$ cat src/cpu_cfg.svh
`ifndef CPU_CFG_SVH
`define CPU_CFG_SVH

// Width of data words, addresses and instructions
`define CPU_DATA_W 16

// Instruction memory depth in words
`define CPU_IMEM_DEPTH 256

// Data memory depth in words
`define CPU_DMEM_DEPTH 256

// Register count, r0 reads as zero
`define CPU_NREGS 16

`endif

$ cat src/cpuPkg.sv
package cpuPkg;

	// Major opcode in the top nibble
	// Unlisted codes behave as NOP
	typedef enum logic [3:0] {
		ADD = 4'h0,
		SUB = 4'h1,
		XOR = 4'h2,
		AND = 4'h3,
		LW  = 4'h8,
		SW  = 4'h9,
		LLB = 4'hA,
		LHB = 4'hB,
		B   = 4'hC,
		NOP = 4'hE,
		HLT = 4'hF
	} opcodeT;

	// Branch condition codes, tested against N, V and Z
	typedef enum logic [2:0] {
		NE, EQ, GT, LT, GE, LE, OVF, ALWAYS
	} condT;

	// Low byte is either two register fields or one immediate
	typedef union packed {
		struct packed {
			opcodeT op;
			logic [3:0] rd;
			logic [3:0] rs;
			// Word offset for LW and SW
			logic [3:0] rt;
		} r;
		struct packed {
			opcodeT op;
			// Branch keeps the condition in rd[3:1]
			logic [3:0] rd;
			logic [7:0] imm8;
		} i;
	} instrT;

	// Writeback data source
	typedef enum logic [1:0] {
		ALU = 2'd0,
		MEM = 2'd1,
		IMM = 2'd2
	} wbSrcT;

endpackage

$ cat src/fetch.sv
`timescale 1ns/1ps
`include "cpu_cfg.svh"

module fetch import cpuPkg::*; (
	input  logic clk,
	input  logic rst,
	input  logic imemWe,
	input  logic [$clog2(`CPU_IMEM_DEPTH)-1:0] imemAddr,
	input  logic [`CPU_DATA_W-1:0] imemData,
	input  logic stall,
	input  logic halt,
	input  logic branchTaken,
	input  logic [`CPU_DATA_W-1:0] branchTarget,
	output logic [`CPU_DATA_W-1:0] pc,
	output instrT instrId,
	output logic [`CPU_DATA_W-1:0] pcId
);

	localparam int imemAw = $clog2(`CPU_IMEM_DEPTH);
	localparam instrT nopInstr = instrT'({NOP, 12'h000});

	logic [`CPU_DATA_W-1:0] imem [`CPU_IMEM_DEPTH];
	logic halted, frozen;

	// Program load port, driven while the core sits in reset
	always_ff @(posedge clk) begin
		if (imemWe) begin
			imem[imemAddr] <= imemData;
		end
	end

	// HLT in decode stops fetch for good
	assign frozen = halt | halted;

	always_ff @(posedge clk) begin
		if (rst) begin
			pc <= '0;
			pcId <= '0;
			instrId <= nopInstr;
			halted <= 1'b0;
		end else begin
			halted <= frozen;
			if (branchTaken) begin
				// Squash the fall-through word, no delay slot
				pc <= branchTarget;
				instrId <= nopInstr;
			end else if (frozen) begin
				instrId <= nopInstr;
			end else if (!stall) begin
				pc <= pc + 1'b1;
				pcId <= pc;
				instrId <= instrT'(imem[pc[imemAw-1:0]]);
			end
		end
	end

	// Branch resolution in decode waits out its own hazards
	stallBranchExcl: assert property (@(posedge clk) disable iff (rst)
		!(stall && branchTaken));

endmodule

$ cat config.mk
export PLATFORM = sky130hd
export DESIGN_NAME = fetch
export DESIGN_NICKNAME = d
export VERILOG_FILES = /design/src/cpuPkg.sv /design/src/fetch.sv
export VERILOG_INCLUDE_DIRS = /design/src /design/src/src
export SDC_FILE = /design/constraint.sdc
export NUM_CORES = 2
export LEC_CHECK = 0
export BUFFER_PORTS_ARGS = -buffer_cell sky130_fd_sc_hd__buf_2
export CAP_MARGIN = 20
export CORE_ASPECT_RATIO = 1.5
export CORE_MARGIN = 2
export CORE_UTILIZATION = 55
export DETAILED_ROUTE_END_ITERATION = 16
export MAX_ROUTING_LAYER = met4
export PLACE_DENSITY = 0.7
export SETUP_SLACK_MARGIN = 0.02
export SLEW_MARGIN = 15
export SYNTH_ARGS = -nofsm -noshare
export SYNTH_HDL_FRONTEND = slang
export SYNTH_SLANG_ARGS = --single-unit
$ cat constraint.sdc
create_clock -name clk -period 3.7 [get_ports clk]
set_input_delay 0.37 -clock clk [delete_from_list [all_inputs] [get_ports clk]]
set_output_delay 0.37 -clock clk [all_outputs]
set_load 0.005 [all_outputs]
* Word-level counts from Yosys, hierarchy flattened
Memories as Yosys holds them, arrays and structs flattened. A register that Yosys moved wholly into a read port is not among the register bits.
Cells that the tools add are included.
** Word-level totals
- Register bits :: 33
- Memory bits (writable) :: 4096
- Output and inout bits :: 48
- Memories kept :: 1
** Operators by class
- Add/subtract/negate cells :: 1
- Equal/unequal tests :: 2
- Muxes and demuxes :: 5
- Bitwise gates (word level) :: 4
- Reduce and logical (&&, ||, !) cells :: 4
** Memories
- imem :: words 256, width 16, read ports 1, clocked after Yosys merged registers in 1, write ports 1, RTL line fetch.sv:22 : logic [`CPU_DATA_W-1:0] imem [`CPU_IMEM_DEPTH];
** Operators by type and width (count)
- $mux W16 :: 3
- $add A16 B1 Y16 const B :: 1
- $not A1 Y1 :: 3
- $reduce_and A3 Y1 :: 1
- $reduce_or A3 Y1 :: 1
- $mux W1 :: 2
- $ne A2 B1 Y1 const B :: 1
- $ne A2 B2 Y1 const B :: 1
- $reduce_and A2 Y1 :: 1
- $logic_not A1 Y1 :: 1
- $or A1 B1 Y1 :: 1

* Logic depth before layout (Yosys ltp)
- Word-level depth :: 4
- Gate-level depth with buffers :: 13

* Least setup slack after synthesis
OpenSTA, ideal clock, no wires.
- Kind :: flip-flop to flip-flop
- Start :: reg pc[0]
- End :: reg instrId[2] in the netlist's numbering, read port of imem
- Library setup time :: 0.129 ns
- Arrival time :: 2.592 ns
- Data required time :: 3.571 ns
- Slack :: 0.979 ns
- Cell stages (with the launch flop) :: 11
- Path buffers :: 5
- Period minus slack after synthesis :: 2.721 ns
- Cell sequence :: dfxtp_1 > buf_4 > buf_6 > buf_4 > buf_4 > buf_2 > mux4_2 > a221oi_1 > o31ai_1 > o311ai_0 > nand2_1
** RTL lines
- start: declaration :: RTL line fetch.sv:14 : output logic [`CPU_DATA_W-1:0] pc,
- start signal: assignment :: RTL line fetch.sv:45 : pc <= branchTarget;
- start signal: assignment :: RTL line fetch.sv:50 : pc <= pc + 1'b1;
- end: declaration :: RTL line fetch.sv:15 : output instrT instrId,

==> impl_results.md <==
- Fin Hold WS: -0.00695 ns
- Crit path DAT: 4.51 ns
- Layout cells sized above 1: 30.4%
- CTS Buf Count: 364
- Status: finished, violations left
- Power Density: 527 mW/mm²
- Max IR drop VDD: 0.000431 V
- Met3 WL: 46300 µm
- First-pass GRT wire length: 620000 µm
- Switching Fraction: 21.4%
- Routability Congestion: 1.00
- Final instance area: 0.182 mm²
- Critical path endpoint category: flop
- WL met2: 219000 µm
- Synthesis Warnings: 0
- Sequential fraction of the synthesis area: 77.8%
- CP Max Fanout: 10
- Area contributors post-synth: edfxtp_1, mux4_2, mux2i_1
- Gate power share: 6.2%
- Initial core utilization: 55.2%
- CTS Root Cell: clkbuf_16
- Reg2Reg Depth: 9
- Metal-1 WL: 147000 µm
- Worst setup path class: reg2reg
- Worst Hold Class: in2reg
- Slew headroom: 14.6%
- Largest net degree at the start of global routing: 139
- Syn avg cell area: 22.2 µm²
- Initial drt markers: 12500
- Critical path depth in cells: 9
- DRT Pass-1 Iters: 7
- Std-Cell Rows: 242
- Die width: 443 µm
- Max Cap Violations: 0
- Fmax: 268 MHz
- Startpoint types: flop
- I/O pins: 94
- Internal power: 75.4 mW
- Vias per cell: 6.71
- Remaining global-route overflow: 0
- Worst-margin pin slew: 1.28 ns
- Cell area after synthesis: 0.159 mm²
- Die height: 663 µm
- Residual DRC: 0
- CP delay by family, top: multiplexers
- Slew Limit Fails: 0
- H-tree levels: 5
- Clock power share: 39.9%
- Yosys top cell by area: edfxtp_1
- CTS sink cnt: 4145
- CTS tree: done
- Final instance count without filler cells: 12100
- Area after DPL: 0.170 mm²
- WP buf/inv: 4
- Top Layer Used: met4
- Final net count: 8077
- Endpoints failing setup: 2
- Clock buffer depth: 4
- Clock transition at the registers of the reported paths: 0.07 ns
- Final setup margin: -0.0327 ns
- CP required: 4.48 ns
- Area Growth Syn to Fin: 14.3%
- Clock Latency Late Sink: 0.92 ns
- Initial antenna violation count: 34
- WHS Path Cells: 1
- Post-synthesis async set-or-reset flop share: 0%
- Core area: 0.289 mm²
- Crit-path max cell delay: 0.59 ns
- Failing checks: hold timing, setup timing
- Die area: 0.294 mm²
- Worst path cell trace: buf_12 -> buf_12 -> buf_4 -> buf_4 -> mux4_2 -> mux4_2 -> a22oi_1 -> a21oi_1 -> o22a_1
- RSZ-0062 raised after global routing: no
- Tcrit/Tclk final: 101%
- Seq cells post-synth: 4145
- Placed instance count: 11400
- Hold Fails Final Rpt: 5
- Main flop type after synthesis: edfxtp_1
- Routed WL per cell: 36.6 µm
- Final WL: 445000 µm
- Worst clock skew: 0.0514 ns
- Most common cell after layout, fill and taps aside: edfxtp_1
- CP max-delay cell: mux4_2
- Leading cell types in the layout, fill and taps excluded: edfxtp_1, mux4_2, buf_4
- Sequential Power Share: 53.9%
- Total track usage: 31.1%
- Synth top area share: 77.2%
- Switch Pwr: 20.6 mW
- Synth Instances: 7187
- Number of flops mapped to enable cells by yosys: 4096
- Leakage: 56.8 nW
- Post-synthesis cell type count: 59
- Syn_nets: 7234
- Via count: 81400
- Number of global-route vias before repair: 80800
- Min Tclk post-route: 3.73 ns
- Post-DP HPWL: 279000 µm
- DRT antenna net count: 0
- PortBufs: 93
## timing repair
| item | CTS | global route |
|---|---|---|
| buffers inserted | 7 | 0 |
| hold buffers | 32 | 0 |
| pin swaps | 0 | 0 |
| setup endpoints to repair | 5 | 1 |
| hold endpoints to repair | 42 | 0 |
| gates resized for setup | 2 | 1 |
## power by group through the flow
| stage | logic [mW] | clock network [mW] | registers [mW] |
|---|---|---|---|
| after floorplan | 2.91 | 0 | 52.7 |
| after global placement | 5.70 | 0 | 52.8 |
| after detailed placement | 5.80 | 0 | 52.8 |
| after CTS | 5.89 | 38.5 | 51.8 |
| after global routing | 6.10 | 40.2 | 51.7 |
| final | 5.95 | 38.3 | 51.8 |
## cell type report
| cell class | count | area [µm²] |
|---|---|---|
| antenna | 41 | 103 |
| fill | 18900 | 107000 |
| timing repair buffer | 894 | 7940 |
| sequential | 4145 | 124000 |
| clock inverter | 206 | 2160 |
| inverter | 14 | 60.1 |
| tap | 3782 | 4730 |
| multi-input combinational | 2611 | 33500 |
| clock buffer | 444 | 9660 |
## layer usage
metal  vias to the layer above  GRT usage, %
met5                         -             -
met4                         0          18.6
met3                      1122          6.04
met2                      5240          48.9
met1                     42900          37.7
li1                      32100             -
## cells in the mapped netlist, drive strengths merged, types with 6 or more instances
cell,count
a2111oi,15
a211oi,25
a21oi,120
a221oi,29
a22o,16
a22oi,154
a311oi,9
a31oi,19
a32o,6
a41oi,8
and2,12
and3,6
buf,256
clkbuf,161
dfxtp,49
edfxtp,4096
inv,12
mux2,37
mux2i,234
mux4,1036
nand2,179
nand2b,15
nand3,71
nand4,40
nor2,332
nor2b,34
nor3,24
nor3b,7
nor4,8
o21ai,76
o221ai,14
o22ai,23
xnor2,11
## sequential cells by signal, indices dropped and copies added, names as in the netlist
| signal | flops |
|---|---|
| instrId | 16 |
| pc | 16 |
| halted | 1 |
| pcId | 16 |
| imem | 4096 |
## cell families (layout without fill, tap and decap cells)
logic type	Yosys count	count (layout)	synth area share [%]
compound gates	552	552	2.37
xor+xnor	12	12	0.0660
fa+ha+maj	1	1	0.00785
buf+inv	431	1558	1.32
flops	4145	4145	77.8
mux	1307	1307	16.4
other cells	0	41	0
simple gates	739	739	2.04
## path summary, 6_finish.rpt
kind,start,endpoint,slack [ns]
setup / recovery,pc[0],instrId[11],-0.03
hold / removal,imemData[7],imem[236][7],-0.007
setup reg to reg,pc[0],instrId[11],-0.03
hold reg to reg,pcId[4],pcId[4],0.46
## through the flow
stage          total power [mW]  setup slack, ns  setup TNS [ns]  utilization [%]
5_1_grt                    98.0           0.0220               0             63.0
6_report                   96.0          -0.0327         -0.0643             63.0
4_1_cts                    96.2           0.0321               0             63.0
3_5_place_dp               58.6           -0.242          -0.467             58.8
2_1_floorplan              55.6            0.979               0                -
3_3_place_gp               58.5           -0.500           -1.38             58.8
No activity file was read; power rests on OpenSTA's default activity.
