===== config.mk =====
export PLATFORM = sky130hd
export DESIGN_NAME = decode
export DESIGN_NICKNAME = d
export VERILOG_FILES = /design/src/cpuPkg.sv /design/src/decode.sv
export VERILOG_INCLUDE_DIRS = /design/src /design/src/src
export SDC_FILE = /design/constraint.sdc
export NUM_CORES = 1
export LEC_CHECK = 0
export BUFFER_PORTS_ARGS = -buffer_cell sky130_fd_sc_hd__buf_2
export CAP_MARGIN = 15
export CORE_MARGIN = 1
export CORE_UTILIZATION = 40
export CTS_BUF_LIST = sky130_fd_sc_hd__clkbuf_16
export CTS_CLUSTER_SIZE = 16
export DETAILED_ROUTE_END_ITERATION = 10
export SLEW_MARGIN = 10
export SYNTH_ARGS = -nofsm -noshare
export SYNTH_HDL_FRONTEND = slang
export SYNTH_SLANG_ARGS = --single-unit

===== constraint.sdc =====
create_clock -name clk -period 2.9 [get_ports clk]
set_input_delay 0.29 -clock clk [delete_from_list [all_inputs] [get_ports clk]]
set_output_delay 0.29 -clock clk [all_outputs]
set_load 0.05 [all_outputs]

===== src/cpu_cfg.svh =====
`ifndef CPU_CFG_SVH
`define CPU_CFG_SVH

// Width of data words, addresses and instructions
`define CPU_DATA_W 16

// Instruction memory depth in words
`define CPU_IMEM_DEPTH 256

// Data memory depth in words
`define CPU_DMEM_DEPTH 256

// Register count, r0 reads as zero
`define CPU_NREGS 16

`endif


===== src/cpuPkg.sv =====
package cpuPkg;

	// Major opcode in the top nibble
	// Unlisted codes behave as NOP
	typedef enum logic [3:0] {
		ADD = 4'h0,
		SUB = 4'h1,
		XOR = 4'h2,
		AND = 4'h3,
		LW  = 4'h8,
		SW  = 4'h9,
		LLB = 4'hA,
		LHB = 4'hB,
		B   = 4'hC,
		NOP = 4'hE,
		HLT = 4'hF
	} opcodeT;

	// Branch condition codes, tested against N, V and Z
	typedef enum logic [2:0] {
		NE, EQ, GT, LT, GE, LE, OVF, ALWAYS
	} condT;

	// Low byte is either two register fields or one immediate
	typedef union packed {
		struct packed {
			opcodeT op;
			logic [3:0] rd;
			logic [3:0] rs;
			// Word offset for LW and SW
			logic [3:0] rt;
		} r;
		struct packed {
			opcodeT op;
			// Branch keeps the condition in rd[3:1]
			logic [3:0] rd;
			logic [7:0] imm8;
		} i;
	} instrT;

	// Writeback data source
	typedef enum logic [1:0] {
		ALU = 2'd0,
		MEM = 2'd1,
		IMM = 2'd2
	} wbSrcT;

endpackage


===== src/decode.sv =====
`timescale 1ns/1ps
`include "cpu_cfg.svh"

module decode import cpuPkg::*; (
	input  logic clk,
	input  logic rst,
	input  instrT instrId,
	input  logic [`CPU_DATA_W-1:0] pcId,
	// N, V, Z from the execute flag register
	input  logic [2:0] flags,
	input  logic wbRegWr,
	input  logic [$clog2(`CPU_NREGS)-1:0] wbRd,
	input  logic [`CPU_DATA_W-1:0] wbData,
	output logic stall,
	output logic halt,
	output logic branchTaken,
	output logic [`CPU_DATA_W-1:0] branchTarget,
	output opcodeT exOp,
	output logic [$clog2(`CPU_NREGS)-1:0] exRd,
	output logic [$clog2(`CPU_NREGS)-1:0] exRs,
	output logic [$clog2(`CPU_NREGS)-1:0] exRt,
	output logic [`CPU_DATA_W-1:0] exData1,
	output logic [`CPU_DATA_W-1:0] exData2,
	output logic [`CPU_DATA_W-1:0] exImm,
	output logic exAluSrc,
	output logic exMemRd,
	output logic exMemWr,
	output logic exRegWr,
	output wbSrcT exWbSrc,
	output logic exHalt
);

	localparam int regAw = $clog2(`CPU_NREGS);

	logic [`CPU_DATA_W-1:0] regs [`CPU_NREGS];
	logic [`CPU_DATA_W-1:0] dataA, dataB, imm;
	logic [regAw-1:0] readA, readB;
	logic aluSrc, memRd, memWr, regWr, isBranch, condTrue;
	logic loadUse, flagHazard;
	opcodeT op;
	wbSrcT wbSrc;

	// Register read with writeback bypass
	function automatic logic [`CPU_DATA_W-1:0] readReg(input logic [regAw-1:0] idx);
		if (idx == '0) begin
			return '0;
		end else if (wbRegWr && wbRd == idx) begin
			return wbData;
		end
		return regs[idx];
	endfunction

	assign op = instrId.r.op;

	// Controls and source register selection per opcode
	always_comb begin
		readA = '0;
		readB = '0;
		aluSrc = 1'b0;
		memRd = 1'b0;
		memWr = 1'b0;
		regWr = 1'b0;
		wbSrc = ALU;
		isBranch = 1'b0;
		halt = 1'b0;
		case (op)
			ADD, SUB, AND, XOR: begin
				readA = instrId.r.rs;
				readB = instrId.r.rt;
				regWr = 1'b1;
			end
			LW: begin
				readA = instrId.r.rs;
				aluSrc = 1'b1;
				memRd = 1'b1;
				regWr = 1'b1;
				wbSrc = MEM;
			end
			SW: begin
				readA = instrId.r.rs;
				// Store data sits in the rd field
				readB = instrId.r.rd;
				aluSrc = 1'b1;
				memWr = 1'b1;
			end
			LLB, LHB: begin
				// Old value of rd supplies the kept byte
				readA = instrId.i.rd;
				regWr = 1'b1;
				wbSrc = IMM;
			end
			B: isBranch = 1'b1;
			HLT: halt = 1'b1;
			default: ;
		endcase
	end

	always_comb begin
		dataA = readReg(readA);
		dataB = readReg(readB);
	end

	// Immediate forms
	always_comb begin
		case (op)
			LLB: imm = {dataA[`CPU_DATA_W-1:8], instrId.i.imm8};
			LHB: imm = {instrId.i.imm8, dataA[7:0]};
			default: imm = {{(`CPU_DATA_W-4){1'b0}}, instrId.r.rt};
		endcase
	end

	always_ff @(posedge clk) begin
		if (rst) begin
			for (int k = 0; k < `CPU_NREGS; k++) begin
				regs[k] <= '0;
			end
		end else if (wbRegWr && wbRd != '0) begin
			regs[wbRd] <= wbData;
		end
	end

	// Load data only exists in writeback
	assign loadUse = (exOp == LW) && (exRd != '0) && (exRd == readA || exRd == readB);
	// Branch waits until the ALU op ahead has written the flags
	assign flagHazard = isBranch && (exOp inside {ADD, SUB, AND, XOR});
	assign stall = loadUse | flagHazard;

	// flags[2] N, flags[1] V, flags[0] Z
	always_comb begin
		case (condT'(instrId.i.rd[3:1]))
			NE: condTrue = !flags[0];
			EQ: condTrue = flags[0];
			GT: condTrue = !flags[0] && !flags[2];
			LT: condTrue = flags[2];
			GE: condTrue = flags[0] || !flags[2];
			LE: condTrue = flags[2] || flags[0];
			OVF: condTrue = flags[1];
			default: condTrue = 1'b1;
		endcase
	end

	// B reads no register, so the flag hazard is its only wait
	assign branchTaken = isBranch && condTrue && !flagHazard;
	// 9-bit signed word offset from rd[0] and imm8
	assign branchTarget = pcId + 1'b1 +
		{{(`CPU_DATA_W-8){instrId.i.rd[0]}}, instrId.i.imm8};

	// ID/EX control, bubble on stall
	always_ff @(posedge clk) begin
		if (rst || stall) begin
			exOp <= NOP;
			exRs <= '0;
			exRt <= '0;
			exMemRd <= 1'b0;
			exMemWr <= 1'b0;
			exRegWr <= 1'b0;
			exHalt <= 1'b0;
		end else begin
			exOp <= op;
			exRs <= readA;
			exRt <= readB;
			exMemRd <= memRd;
			exMemWr <= memWr;
			exRegWr <= regWr;
			exHalt <= halt;
		end
	end

	// ID/EX payload
	always_ff @(posedge clk) begin
		exRd <= instrId.r.rd;
		exData1 <= dataA;
		exData2 <= dataB;
		exImm <= imm;
		exAluSrc <= aluSrc;
		exWbSrc <= wbSrc;
	end

	// Bubbles and NOP words leave no side effect behind them
	bubbleNoWrite: assert property (@(posedge clk) disable iff (rst)
		(exOp == NOP) |-> !exRegWr && !exMemWr);

endmodule


== Word level (Yosys, flattened, before mapping) ==
Memory sizes are Yosys's and may differ from the RTL's.
Index checks and enable logic that the tools add are counted.

* Register bits: 71
* Bits in latches: 0
* Bits in writable memories: 256
* Memory bits (read-only): 0
* Bits of input ports: 58
* Output and inout port bits: 90
* Memories: 1

{| class="wikitable"
|+ Memory list
! name !! depth !! bits a word !! read ports !! clocked after Yosys merged registers in !! wr ports !! line !! text
|-
| regs || 16 || 16 || 2 || 0 || 16 || decode.sv:35 || <nowiki>logic [`CPU_DATA_W-1:0] regs [`CPU_NREGS];</nowiki>
|}

* Add/subtract/negate cells: 2
* $mul: 0
* Divide/modulo/power cells: 0
* Magnitude comparators: 0
* Eq/ne operators: 23
* Shift operators: 0
* Muxes and demuxes: 29
* Bitwise logic cells: 1
* Reductions and logical operators: 30

{| class="wikitable"
|+ Operators by type and width
! kind !! count
|-
| 16-bit 2-to-1 mux || 7
|-
| 16-bit case mux with 2 select lines || 1
|-
| 4-bit equality test, second input constant || 7
|-
| 16-bit by 1-bit adder with 16-bit output, second input constant || 1
|-
| 16-bit adder || 1
|-
| 4-bit by 2-bit equality test with 1-bit output, second input constant || 4
|-
| 4-bit equality test || 4
|-
| 4-bit logical NOT || 4
|-
| 1-bit 2-to-1 mux || 16
|-
| 4-bit case mux with 2 select lines || 2
|-
| 16-bit OR reduction || 1
|-
| 4-bit nonzero test || 3
|-
| 3-bit equality test, second input constant || 3
|-
| 1-bit logical AND || 9
|-
| 4-bit by 1-bit equality test with 1-bit output, second input constant || 2
|-
| 1-bit case mux with 7 select lines || 1
|-
| 7-bit OR reduction || 1
|-
| 3-bit by 2-bit equality test with 1-bit output, second input constant || 2
|-
| 6-bit OR reduction || 1
|-
| 1-bit logical OR || 4
|-
| 4-bit 2-to-1 mux || 1
|-
| 2-bit case mux with 2 select lines || 1
|-
| 2-bit OR reduction || 2
|-
| 4-bit OR reduction || 1
|-
| other kinds (4) || 6
|}

== Logic depth before layout (Yosys ltp) ==
* Depth after elaboration: 9
* Gate-level depth with buffers: 12
* Gate-level depth less buffers: 11

== Worst setup path before layout ==
No wires, ideal clock.

* Path kind: input -> output
* From: input instrId[0] (netlist name)
* To: output branchTarget[12]
* Data arrival time: 2,703 ps
* Data required time: 2,610 ps
* Setup slack: -93 ps
* Stages: 11
* Path buffers: 0
* Cells stage by stage: inv_1 ha_1 inv_1 fa_1 a211oi_1 o21ai_0 a31oi_1 a211oi_1 o21ai_0 nand2b_1 xor2_1

* Longest elaborated chain between the ends: 1

{| class="wikitable"
|+ Ends and longest elaborated chain
! item !! line !! text
|-
| start, declared || decode.sv:7 || <nowiki>input instrT instrId,</nowiki>
|-
| 16-bit adder || decode.sv:145 || <nowiki>assign branchTarget = pcId + 1'b1 +</nowiki>
|-
| end, declared || decode.sv:17 || <nowiki>output logic [`CPU_DATA_W-1:0] branchTarget,</nowiki>
|}

Every way passes these cells.

== Final worst setup path ==
* From: input instrId[0] (netlist name)
* To: output branchTarget[14]

Same word-level chain as after synthesis.

==> flow_summary.yaml <==
floorplan:
  rows: 76
  fp.dieH_um: 211
  initial_core_util_pct: 40.6
  core-area_um2: 43200
  die-area_um2: 44600
  fp.dieW_um: 211
  ioPinCount: 148
critical_path:
  critPathRequiredTime_ns: 2.61
  r2r_slack_ns: 1.18
  setup.worst_path.start_class: "primary input"
  cp_max_fo: 3
  arrival_ns: 2.55
  reg2reg_to: "exImm[10]$_DFF_P_"
  r2r-start: "regs[0][10]$_SDFFCE_PN0P_"
  reg2regPathDepth: 5
  setup.worst_path.class: "primary input to output port"
  cp-end-kind: "output port"
flow_run:
  drv_cap: 0
timing:
  clock-skew-final_ns: 0.00998
  period_share_pct: 97.9
  setup_ws_ns: 0.0605
  max_freq_ghz: 0.352
  fin_crit_ns: 2.84
  worst_pin_slew_ns: 0.802
  slew_viol_final: 0
  final_hold_viol_count: 0
  rsz0062_at_grt: "true"
  setup_violations: 0
  slew_headroom_pct: 46.3
cells_and_area:
  seq_area_um2: 9110
  finalNetCount: 1730
  area.growth.synth_to_final_pct: 17.7
  fill_cells: 3912
  drive_gt1_share_pct: 25.8
  multi_input_area_um2: 7860
grt:
  grt_pass1_wl_um: 86800
  antenna_found_initial: 0
  grt_util_all_layers_pct: 26.9
  grt_pass1_vias: 13300
  overflow: 0
  grt_max_degree: 64
drt:
  drtIter0Drc: 1553
  first_pass_iters: 7
  vias: 13400
  ant_nets: 0
  drt-wirelength-per-cell_um: 26.5
  drc_errors: 0
  routed_wl_um: 60200
  vias_per_cell: 5.92
cts:
  cts_sinks: 327
  cts-root-buf: "clkbuf_16"
  cts.clk_slew.worst_paths_ns: 0.06
  cts_buffers: 35
  clock_path_buffers: 3
  htree_levels: 2
  clk_latency_ns: 0.54
  cts_tree: "done"
hold_path:
  min_delay_path_depth: 1
  hold_start: "instrId[8]"
  whs_endpoint: "exRd[0]$_DFF_P_"
  hold_path_class: "primary input to flop"
logic_synthesis:
  async_reset_ff_share_pct: 0
  syn_inst: 1480
  synth_edf_count: 256
  synth_cell_types: 67
  synth_top_area_share_pct: 43.9
  synthFlopType: "edfxtp_1"
  synth_area_um2: 17500
  synth.most_common_cell: "edfxtp_1"
  ys_ff_latch: 327
  synth_area_leaders: "edfxtp_1, and2_1, mux4_2, dfxtp_1, o211ai_1"
  syn_avg_cell_area_um2: 11.8
  yosys.area.top_type: "edfxtp_1"
  ys_warn_count: 0
  yosysSeqAreaShare_pct: 52.0
  synthTopCellsByCount: "edfxtp_1, and2_1, nand2_1, o211ai_1, dfxtp_1"
power:
  finalPower_w: 0.0125
  leakage_nw: 7.80
  ir_worst_vdd_v: 0.000349
  pwr_density_cell_nw_per_um2: 607
placed_design:
  io_buffers: 147
  pre_cts_ws_ns: -0.394
  dp_hpwl_um: 38200
  globalplace.congestion: 0.880
run_status:
  status: "complete, no violations"
area by class of cell:
type	count	area share [%]
Clock inverter	24	1.02
Inverter	32	0.631
Multi-Input combinational cell	1021	38.1
Tap cell	585	3.55
Clock buffer	38	4.61
Sequential cell	327	44.2
Antenna cell	1	0.0121
Timing Repair Buffer	239	7.85
power breakdown:
part	switching, W	total (W)	internal (W)
Clock	0.00190	0.00461	0.00271
Sequential	0.000156	0.00553	0.00537
Combinational	0.00160	0.00237	0.000771
worst max path at each step:
stage | from | to | cells past startpoint
detailed placement | instrId[0] | branchTarget[14] | 13
floorplan | instrId[0] | branchTarget[14] | 11
global route | instrId[0] | branchTarget[14] | 13
finish | instrId[0] | branchTarget[14] | 13
CTS | instrId[0] | branchTarget[14] | 13
global placement | instrId[0] | branchTarget[14] | 13
flip-flops by register name, summed over array words and instances (netlist names):
name and cells:
exHalt 1, exMemWr 1, exRt 4, exMemRd 1, exRegWr 1, exAluSrc 1, exRs 4, exOp 4
regs 256, exData2 16, exRd 4, exData1 16, exImm 16, exWbSrc 2
cells by family (layout without fill, tap and decap cells):
family / Yosys count / after routing / share of synthesized area (%)
other: 1 / 17 / 0.0214
XOR/XNOR: 28 / 28 / 1.40
flip-flops: 327 / 327 / 52.0
AND/OR/NAND/NOR: 577 / 577 / 18.0
AO/OA/AOI/OAI: 256 / 256 / 10.7
buffers and inverters: 147 / 333 / 4.24
adder cells (fa/ha/maj): 16 / 16 / 1.19
multiplexers: 128 / 128 / 12.4
through the flow:
| stage | std cells | TNS, ns | area, um2 | utilization (%) | hold WS [ns] |
|---|---|---|---|---|---|
| floorplan | 1495 | 0 | 17600 | - | 0.318 |
| global placement | 2199 | -0.616 | 19300 | 44.8 | 0.459 |
| detailed placement | 2199 | -0.542 | 19300 | 44.8 | 0.462 |
| CTS | 2264 | 0 | 20500 | 47.6 | 0.0250 |
| global route | 2266 | -0.0371 | 20600 | 47.7 | 0.0302 |
| finish | 2267 | 0 | 20600 | 47.7 | 0.0438 |
timing repair:
action                                  in CTS  in global routing
hold buffers                                 3                  0
pin swaps                                    5                  9
buffers inserted                             0                  2
endpoints found under the setup margin       2                  4
cloned                                       0                  0
resized for setup                            8                 18
hold endpoints to repair                     3                  0
cells in the final DEF, fill, tap and decap left out, drive strengths merged, types with 15 or more instances in the layout:
cell,netlist,final
mux2i,35,35
nand2,142,142
and2,247,247
inv,32,41
a22o,23,23
conb,1,16
nor2,42,42
o211ai,76,76
clkbuf,55,39
xnor2,21,21
edfxtp,256,256
buf,60,235
a21oi,32,32
mux4,68,68
a22oi,44,44
or2,15,15
mux2,25,25
nand3,46,46
dfxtp,71,71
ha,15,15
o21ai,27,27
worst max-delay path, stage by stage:
cell and delay, ns:
buf_8 0.11, inv_8 0.06, ha_4 0.14, inv_4 0.03, fa_2 0.37, a211oi_2 0.25
o21ai_2 0.09, a31oi_2 0.24, a21oi_2 0.10, a221o_1 0.38, a21oi_2 0.19, xnor2_2 0.13
buf_6 0.17
per-layer routing:
metal / up-vias / routed length, um / global-route usage, %
li1: 5836 / - / -
met1: 6628 / 23000 / 33.8
met2: 790 / 28700 / 44.8
met3: 158 / 5760 / 4.89
met4: 0 / 2640 / 12.5
met5: - / 0 / 0
No activity file was read; power rests on OpenSTA's default activity.
