==> src/cpu_cfg.svh <==
`ifndef CPU_CFG_SVH
`define CPU_CFG_SVH

// Width of data words, addresses and instructions
`define CPU_DATA_W 16

// Instruction memory depth in words
`define CPU_IMEM_DEPTH 256

// Data memory depth in words
`define CPU_DMEM_DEPTH 256

// Register count, r0 reads as zero
`define CPU_NREGS 16

`endif

==> src/cpuPkg.sv <==
package cpuPkg;

	// Major opcode in the top nibble
	// Unlisted codes behave as NOP
	typedef enum logic [3:0] {
		ADD = 4'h0,
		SUB = 4'h1,
		XOR = 4'h2,
		AND = 4'h3,
		LW  = 4'h8,
		SW  = 4'h9,
		LLB = 4'hA,
		LHB = 4'hB,
		B   = 4'hC,
		NOP = 4'hE,
		HLT = 4'hF
	} opcodeT;

	// Branch condition codes, tested against N, V and Z
	typedef enum logic [2:0] {
		NE, EQ, GT, LT, GE, LE, OVF, ALWAYS
	} condT;

	// Low byte is either two register fields or one immediate
	typedef union packed {
		struct packed {
			opcodeT op;
			logic [3:0] rd;
			logic [3:0] rs;
			// Word offset for LW and SW
			logic [3:0] rt;
		} r;
		struct packed {
			opcodeT op;
			// Branch keeps the condition in rd[3:1]
			logic [3:0] rd;
			logic [7:0] imm8;
		} i;
	} instrT;

	// Writeback data source
	typedef enum logic [1:0] {
		ALU = 2'd0,
		MEM = 2'd1,
		IMM = 2'd2
	} wbSrcT;

endpackage

==> src/execute.sv <==
`timescale 1ns/1ps
`include "cpu_cfg.svh"

module execute import cpuPkg::*; (
	input  logic clk,
	input  logic rst,
	input  opcodeT exOp,
	input  logic [$clog2(`CPU_NREGS)-1:0] exRd,
	input  logic [$clog2(`CPU_NREGS)-1:0] exRs,
	input  logic [$clog2(`CPU_NREGS)-1:0] exRt,
	input  logic [`CPU_DATA_W-1:0] exData1,
	input  logic [`CPU_DATA_W-1:0] exData2,
	input  logic [`CPU_DATA_W-1:0] exImm,
	input  logic exAluSrc,
	input  logic exMemRd,
	input  logic exMemWr,
	input  logic exRegWr,
	input  wbSrcT exWbSrc,
	input  logic exHalt,
	input  logic [$clog2(`CPU_NREGS)-1:0] wbRd,
	input  logic wbRegWr,
	input  logic [`CPU_DATA_W-1:0] wbData,
	output logic [2:0] flags,
	output logic [`CPU_DATA_W-1:0] memAluOut,
	output logic [`CPU_DATA_W-1:0] memStoreData,
	output logic [$clog2(`CPU_NREGS)-1:0] memRd,
	output logic memRegWr,
	output logic memMemRd,
	output logic memMemWr,
	output wbSrcT memWbSrc,
	output logic [`CPU_DATA_W-1:0] memImm,
	output logic memHalt
);

	localparam int msb = `CPU_DATA_W - 1;

	logic [`CPU_DATA_W-1:0] opA, opB, aluB, result, merged, memFwd;
	logic fwdAMem, fwdBMem, fwdAWb, fwdBWb, ovf;

	// Youngest producer wins, r0 never forwards
	assign fwdAMem = memRegWr && memRd != '0 && memRd == exRs;
	assign fwdBMem = memRegWr && memRd != '0 && memRd == exRt;
	assign fwdAWb = wbRegWr && wbRd != '0 && wbRd == exRs;
	assign fwdBWb = wbRegWr && wbRd != '0 && wbRd == exRt;

	// Byte loads carry their value in memImm, the rest in memAluOut
	assign memFwd = (memWbSrc == IMM) ? memImm : memAluOut;

	assign opA = fwdAMem ? memFwd : (fwdAWb ? wbData : exData1);
	assign opB = fwdBMem ? memFwd : (fwdBWb ? wbData : exData2);
	assign aluB = exAluSrc ? exImm : opB;

	// Byte insert against the forwarded rd value
	assign merged = (exOp == LHB) ? {exImm[msb:8], opA[7:0]} : {opA[msb:8], exImm[7:0]};

	always_comb begin
		ovf = 1'b0;
		case (exOp)
			SUB: begin
				result = opA - aluB;
				ovf = (opA[msb] != aluB[msb]) && (result[msb] != opA[msb]);
			end
			AND: result = opA & aluB;
			XOR: result = opA ^ aluB;
			default: begin
				// ADD, also base plus offset for LW and SW
				result = opA + aluB;
				ovf = (opA[msb] == aluB[msb]) && (result[msb] != opA[msb]);
			end
		endcase
	end

	// Flags and EX/MEM control
	always_ff @(posedge clk) begin
		if (rst) begin
			flags <= '0;
			memRegWr <= 1'b0;
			memMemRd <= 1'b0;
			memMemWr <= 1'b0;
			memHalt <= 1'b0;
		end else begin
			// Only the four ALU ops touch NVZ
			if (exOp inside {ADD, SUB, AND, XOR}) begin
				flags <= {result[msb], ovf, result == '0};
			end
			memRegWr <= exRegWr;
			memMemRd <= exMemRd;
			memMemWr <= exMemWr;
			memHalt <= exHalt;
		end
	end

	// EX/MEM payload
	always_ff @(posedge clk) begin
		memAluOut <= result;
		memStoreData <= opB;
		memRd <= exRd;
		memWbSrc <= exWbSrc;
		memImm <= merged;
	end

	// Load-use stall keeps a pending load off the MEM forward path
	fwdNoLoad: assert property (@(posedge clk) disable iff (rst)
		(fwdAMem || fwdBMem) |-> !memMemRd);

	// r0 operands reach the ALU as zero whatever sits downstream
	fwdNoR0: assert property (@(posedge clk) disable iff (rst)
		(exRegWr || exMemWr) |-> (exRs != '0 || opA == '0) && (exRt != '0 || opB == '0));

endmodule

==> config.mk <==
export PLATFORM = sky130hd
export DESIGN_NAME = execute
export DESIGN_NICKNAME = d
export VERILOG_FILES = /design/src/cpuPkg.sv /design/src/execute.sv
export VERILOG_INCLUDE_DIRS = /design/src /design/src/src
export SDC_FILE = /design/constraint.sdc
export NUM_CORES = 1
export LEC_CHECK = 0
export CAP_MARGIN = 25
export CORE_MARGIN = 3
export CORE_UTILIZATION = 40
export CTS_CLUSTER_DIAMETER = 30
export DETAILED_ROUTE_END_ITERATION = 10
export DONT_BUFFER_PORTS = 1
export PLACE_DENSITY = 0.54
export RECOVER_POWER = 25
export SYNTH_ARGS = -nofsm -noshare
export SYNTH_HDL_FRONTEND = slang
export SYNTH_SLANG_ARGS = --single-unit
==> constraint.sdc <==
create_clock -name clk -period 4.7 [get_ports clk]
set_input_delay 0.235 -clock clk [delete_from_list [all_inputs] [get_ports clk]]
set_output_delay 0.235 -clock clk [all_outputs]
set_load 0.1 [all_outputs]
==> Word level (Yosys, flattened, before mapping) <==
Cells that the tools add are included.
{ "op_classes": {"magnitude_cmp": 0, "eq_ne": 13, "n_mux": 9, "n_shift": 0, "addsub": 2, "multipliers": 0, "reduce_logical": 14, "n_div": 0, "bitwise_logic": 2} }
{ "op_table": {"columns": ["op", "count"], "rows": [
  ["2-to-1 mux 16 bit", 7],
  ["one-hot mux 16 bit (3 select lines)", 1],
  ["adder 16 bit", 1],
  ["AND 16 bit", 1],
  ["equality test 4 bit", 4],
  ["zero test 16 bit", 1],
  ["subtractor 16 bit", 1],
  ["bitwise XOR 16 bit", 1],
  ["nonzero test 4 bit", 3],
  ["equality test 4 x 2 -> 1 bit (second input constant)", 2],
  ["logical AND 1 bit", 8],
  ["equality test 4 x 1 -> 1 bit (second input constant)", 1],
  ["equality test 4 bit (second input constant)", 1],
  ["zero test 4 bit", 1],
  ["inequality test 1 bit", 3],
  ["equality test 2 bit (second input constant)", 1],
  ["one-hot mux 1 bit (2 select lines)", 1],
  ["OR reduction 2 bit", 1],
  ["equality test 1 bit", 1]
]} }
{ "totals": {"input_bits": 94, "reg_bits": 61, "out_inout_bits": 61, "latch_bits": 0, "word_cells": 50, "ram_bits": 0, "rom_bits": 0, "n_memories": 0} }

==> Depth between registers and ports, before layout <==
{ "depth": {"word_depth": 10, "mapped_depth": 20} }

==> Least setup slack after synthesis <==
No wires, ideal clock.
{ "synth_timing": {"path_kind": "flip-flop to flip-flop", "startpoint": "register memWbSrc[1]", "endpoint": "register flags[0]", "t_arrival_ps": 5075, "t_required_ps": 4631, "stages_incl_launch_ff": 19, "path_buffers": 2, "path_slack_ps": -444, "setup_ps": 69, "period_less_slack_ps": 5144, "cell_sequence": "dfxtp_1 nor2b_1 clkbuf_1 buf_1 mux2i_1 a21oi_1 mux2_2 ha_1 inv_1 fa_1 nand2b_1 a211oi_4 o31ai_1 mux2_2 a2111o_1 nor3_2 nand4bb_1 or4_1 o21ai_1"} }
{ "synth_via": {"elab_chain_len": 7, "word_cells_on_any_way": 11, "classes_between": "add/sub (2); eq/ne (1); mux (5); bitwise (2); reduce/logical (1)"} }
{ "synth_rtl": {"columns": ["element", "line_no", "source"], "rows": [
  ["from (decl)", "execute.sv:30", "output wbSrcT memWbSrc,"],
  ["from (signal assigned)", "execute.sv:98", "memWbSrc <= exWbSrc;"],
  ["equality test 2 bit (*)", "execute.sv:47", "assign memFwd = (memWbSrc == IMM) ? memImm : memAluOut;"],
  ["2-to-1 mux 16 bit (*)", "execute.sv:47", null],
  ["2-to-1 mux 16 bit (*)", "execute.sv:50", "assign opB = fwdBMem ? memFwd : (fwdBWb ? wbData : exData2);"],
  ["named net opB[0]", "execute.sv:37", "logic [`CPU_DATA_W-1:0] opA, opB, aluB, result, merged, memFwd;"],
  ["2-to-1 mux 16 bit (*)", "execute.sv:51", "assign aluB = exAluSrc ? exImm : opB;"],
  ["adder 16 bit / subtractor 16 bit (equally long branches)", "execute.sv:67, execute.sv:60", null],
  ["one-hot mux 16 bit (3 select lines) (*)", "execute.sv:58", "case (exOp)"],
  ["named net result[6]", "execute.sv:37", null],
  ["zero test 16 bit (*)", "execute.sv:84", "flags <= {result[msb], ovf, result == '0};"],
  ["to (signal assigned)", "execute.sv:84", null],
  ["to (decl)", "execute.sv:23", "output logic [2:0] flags,"]
]} }
The timed path passes the listed nets; every way through them passes the cells marked *.
A chain may end at the register's enable or synchronous reset.

==> Worst setup path in the final report <==
{ "layout_timing": {"startpoint": "register memRd[0]", "endpoint": "register flags[0]"} }
{ "layout_via": {"elab_chain_len": 8, "word_cells_on_any_way": 15, "classes_between": "add/sub (2); eq/ne (2); mux (4); bitwise (2); reduce/logical (5)"} }
{ "layout_rtl": {"columns": ["element", "line_no", "source"], "rows": [
  ["from (decl)", "execute.sv:26", "output logic [$clog2(`CPU_NREGS)-1:0] memRd,"],
  ["from (signal assigned)", "execute.sv:97", "memRd <= exRd;"],
  ["nonzero test 4 bit", "execute.sv:42", "assign fwdBMem = memRegWr && memRd != '0 && memRd == exRt;"],
  ["logical AND 1 bit", "execute.sv:42", null],
  ["logical AND 1 bit (*)", "execute.sv:42", null],
  ["2-to-1 mux 16 bit (*)", "execute.sv:50", null],
  ["named net opB[0]", "execute.sv:37", null],
  ["2-to-1 mux 16 bit (*)", "execute.sv:51", null],
  ["adder 16 bit / subtractor 16 bit (equally long branches)", "execute.sv:67, execute.sv:60", null],
  ["one-hot mux 16 bit (3 select lines) (*)", "execute.sv:58", null],
  ["named net result[1]", "execute.sv:37", null],
  ["zero test 16 bit (*)", "execute.sv:84", null]
]} }
Marked as above.

==> impl_metrics.csv <==
group,metric,value,unit
outcome,outcome,"complete, no violations",
logic_synthesis,synth_edf_count,0,
timing,setup_viol,0,
routing,dr.first_iter.drc_count,425,
worst_setup_path,worstSetupPathType,"flop to flop",
clocking,clkTransAtPathRegs,0.05,ns
pwr,total_power,0.002535,W
layout,final_nets,785,
timing,holdWs,0.02102,ns
worst_setup_path,start_kind,"flop",
floorplanning,dieHeight,118.2,um
logic_synthesis,ys.warnings.count,0,
placement,dp.cells,803,
pwr,leakage,2.384,nW
logic_synthesis,netlist_instances,602,
routing,met3_length,1673,um
layout,final_cells,828,
global_route,grt_max_degree,24,
placement,dp_slack,0.08378,ns
floorplanning,pin_count,155,
placement,hpwl,14160,um
layout,layout_commonest_cell,"a21oi_1",
floorplanning,start_util,41.39,%
layout,num_antenna_cells,0,
timing,hold_viol_final,0,
global_route,grt.total_usage,25.22,%
layout,final_cell_mix,"a21oi_1 (57), dfxtp_1 (55), buf_4 (53), nor2b_1 (42), a211oi_1 (36)",
logic_synthesis,synth_area,0.005034,mm2
global_route,grt_overflow,0,
layout,n_fill_cell,1184,
pwr,power.density,425.9,mW/mm2
clocking,htreeDepth,3,
min_path,hold_class,"input port to flop",
clocking,insertion_delay,0.33,ns
routing,top_layer,"met4",
clocking,clock_path_buffers,2,
timing,maxSlewViolCount,0,
floorplanning,die_area,0.01397,mm2
layout,final_core_util,48.94,%
timing,timing.fmax,223.9,MHz
placement,portBuffers,0,
worst_setup_path,arrival,4.73,ns
worst_setup_path,required,4.96,ns
clocking,cts.sinks,61,
routing,via_per_inst,5.983,
global_route,grt_pass1_wl,28010,um
timing,tightest_slew,1.281,ns
logic_synthesis,synthArstFlopShare,0,%
worst_setup_path,worstSetupEndpointType,"flop",
global_route,antenna_found_initial,0,
logic_synthesis,ys.flop_type,"dfxtp_1",
placement,gp_congestion,0.9536,
layout,area_delta_synth_final,18.25,%
logic_synthesis,ys_seq_area_share,24.26,%
timing,finClkSkew,0.005870,ns
clocking,cts_tree,"built",
clocking,numCtsBuffers,9,
floorplanning,std_cell_rows,40,
floorplanning,core,0.01216,mm2
timing,period_needed,4.466,ns
worst_setup_path,crit_fanout,6,
logic_synthesis,ys_ff_latch,61,
logic_synthesis,syn-num-nets,730,
routing,routed_wl,18300,um
routing,wl_met1,8094,um
timing,period_share,95.02,%
routing,vias,4954,
run,cap_viol_max_count,0,
timing,setup_ws,0.2343,ns
routing,drc,0,
logic_synthesis,synth_cell_types,72,
layout,final_layout_size_suffix_gt1_share,19.24,%
floorplanning,die_w,118.2,um
worst_setup_path,ff2ff_setup_slack,0.23,ns
logic_synthesis,post_synth.cell_area_avg,8.361,um2
routing,routedWlPerCell,22.10,um
routing,met2_length,8143,um
timing,relSlewSlack,14.62,%
routing,dr.pass1.iters,5,
global_route,grt_pass1_vias,4858,
clocking,cts_root_buf,"clkbuf_16",
routing,ant_nets,0,
pwr,ir_drop,0.0002069,V
## synthesized netlist by cell type, types with 5 or more instances
| cell type | n | area (um2) |
|---|---|---|
| ha_1 | 32 | 400.4 |
| buf_2 | 7 | 35.03 |
| a31oi_1 | 5 | 31.28 |
| o21ai_0 | 12 | 60.06 |
| mux2_2 | 31 | 349.1 |
| clkbuf_1 | 23 | 86.33 |
| dfxtp_1 | 61 | 1221 |
| or4_1 | 6 | 45.04 |
| nor2b_1 | 43 | 269.0 |
| or3_1 | 6 | 37.54 |
| inv_1 | 30 | 112.6 |
| nor2_1 | 39 | 146.4 |
| o31ai_1 | 5 | 37.54 |
| o21a_1 | 6 | 45.04 |
| a211oi_1 | 37 | 277.8 |
| xnor2_1 | 24 | 210.2 |
| o211ai_1 | 5 | 37.54 |
| nor3_1 | 12 | 60.06 |
| o221ai_1 | 5 | 43.79 |
| a21o_1 | 5 | 37.54 |
| nand2_1 | 23 | 86.33 |
| nand4_1 | 5 | 31.28 |
| mux2i_1 | 27 | 270.3 |
| a21oi_1 | 57 | 285.3 |
## stage by stage
stage,area [um2],setup TNS (ns)
4_1_cts,5963,0
5_1_grt,5952,-0.01452
3_3_place_gp,5612,0
2_1_floorplan,5042,0
3_5_place_dp,5627,0
6_report,5952,0
## logic make-up after synthesis
kind of cell               synth area share (%)
AOI/OAI and AO/OA                         24.81
xor gates and xnor gates                  4.350
adders and majority gates                 8.750
buffers and inverters                     5.617
DFF                                       24.26
muxes                                     12.30
and+or+nand+nor                           19.91
## layer usage
layer,up-vias,global-route usage (%)
met4,0,7.473
met5,-,0
met1,2367,32.95
li1,2327,-
met2,232,39.84
met3,28,7.990
## flip-flops by register name, summed over array words and instances (netlist names)
| register | count |
|---|---|
| memAluOut | 16 |
| memImm | 16 |
| memStoreData | 16 |
| memRd | 4 |
| flags | 3 |
| memWbSrc | 2 |
| memHalt | 1 |
| memMemRd | 1 |
| memMemWr | 1 |
| memRegWr | 1 |
## worst max-delay path, stage by stage, from the launching register on
cell	delay, ns
dfxtp_2	0.39
xnor2_1	0.14
nand4_1	0.24
nor2_4	0.26
a211oi_1	0.07
a21oi_1	0.20
mux2_2	0.22
ha_1	0.19
inv_1	0.08
fa_1	0.56
nor2_1	0.04
a21oi_1	0.11
o21ai_1	0.09
or4_1	0.52
or4_1	0.46
nor3_2	0.18
nand4bb_1	0.11
or4_1	0.41
o21ai_1	0.12
## worst paths after layout
check | start | endpoint | cells past startpoint
max | memRd[0] | flags[0] | 18
min | exImm[0] | memImm[0] | 2
max reg2reg | memRd[0] | flags[0] | 18
min reg2reg | memImm[8] | memStoreData[8] | 2
## layout make-up
type                       instances  area (um2)  share of cell area (%)
sequential                        61        1229                   20.64
timing repair buffer              80       554.3                   9.313
clock buffer                      12       256.5                   4.309
inverter                          30       112.6                   1.892
tap                              168       210.2                   3.532
multi-input combinational        475        3580                   60.14
clock inverter                     2       10.01                  0.1682
## power by group
part	internal, W	switching, W	leakage [nW]	total [W]
sequential	0.000592	0.000150	0.514	0.000743
clock	0.000377	0.000223	0.134	0.000600
combinational	0.000342	0.000851	1.74	0.00119
total	0.00131	0.00122	2.38	0.00254
## what timing repair did
item,4_1_cts,5_1_grt
gates resized for setup,0,6
hold buffers,7,0
setup endpoints to repair,0,4
setup buffers,0,3
endpoints found under the hold margin,11,0
(Power assumes the default switching activity.)
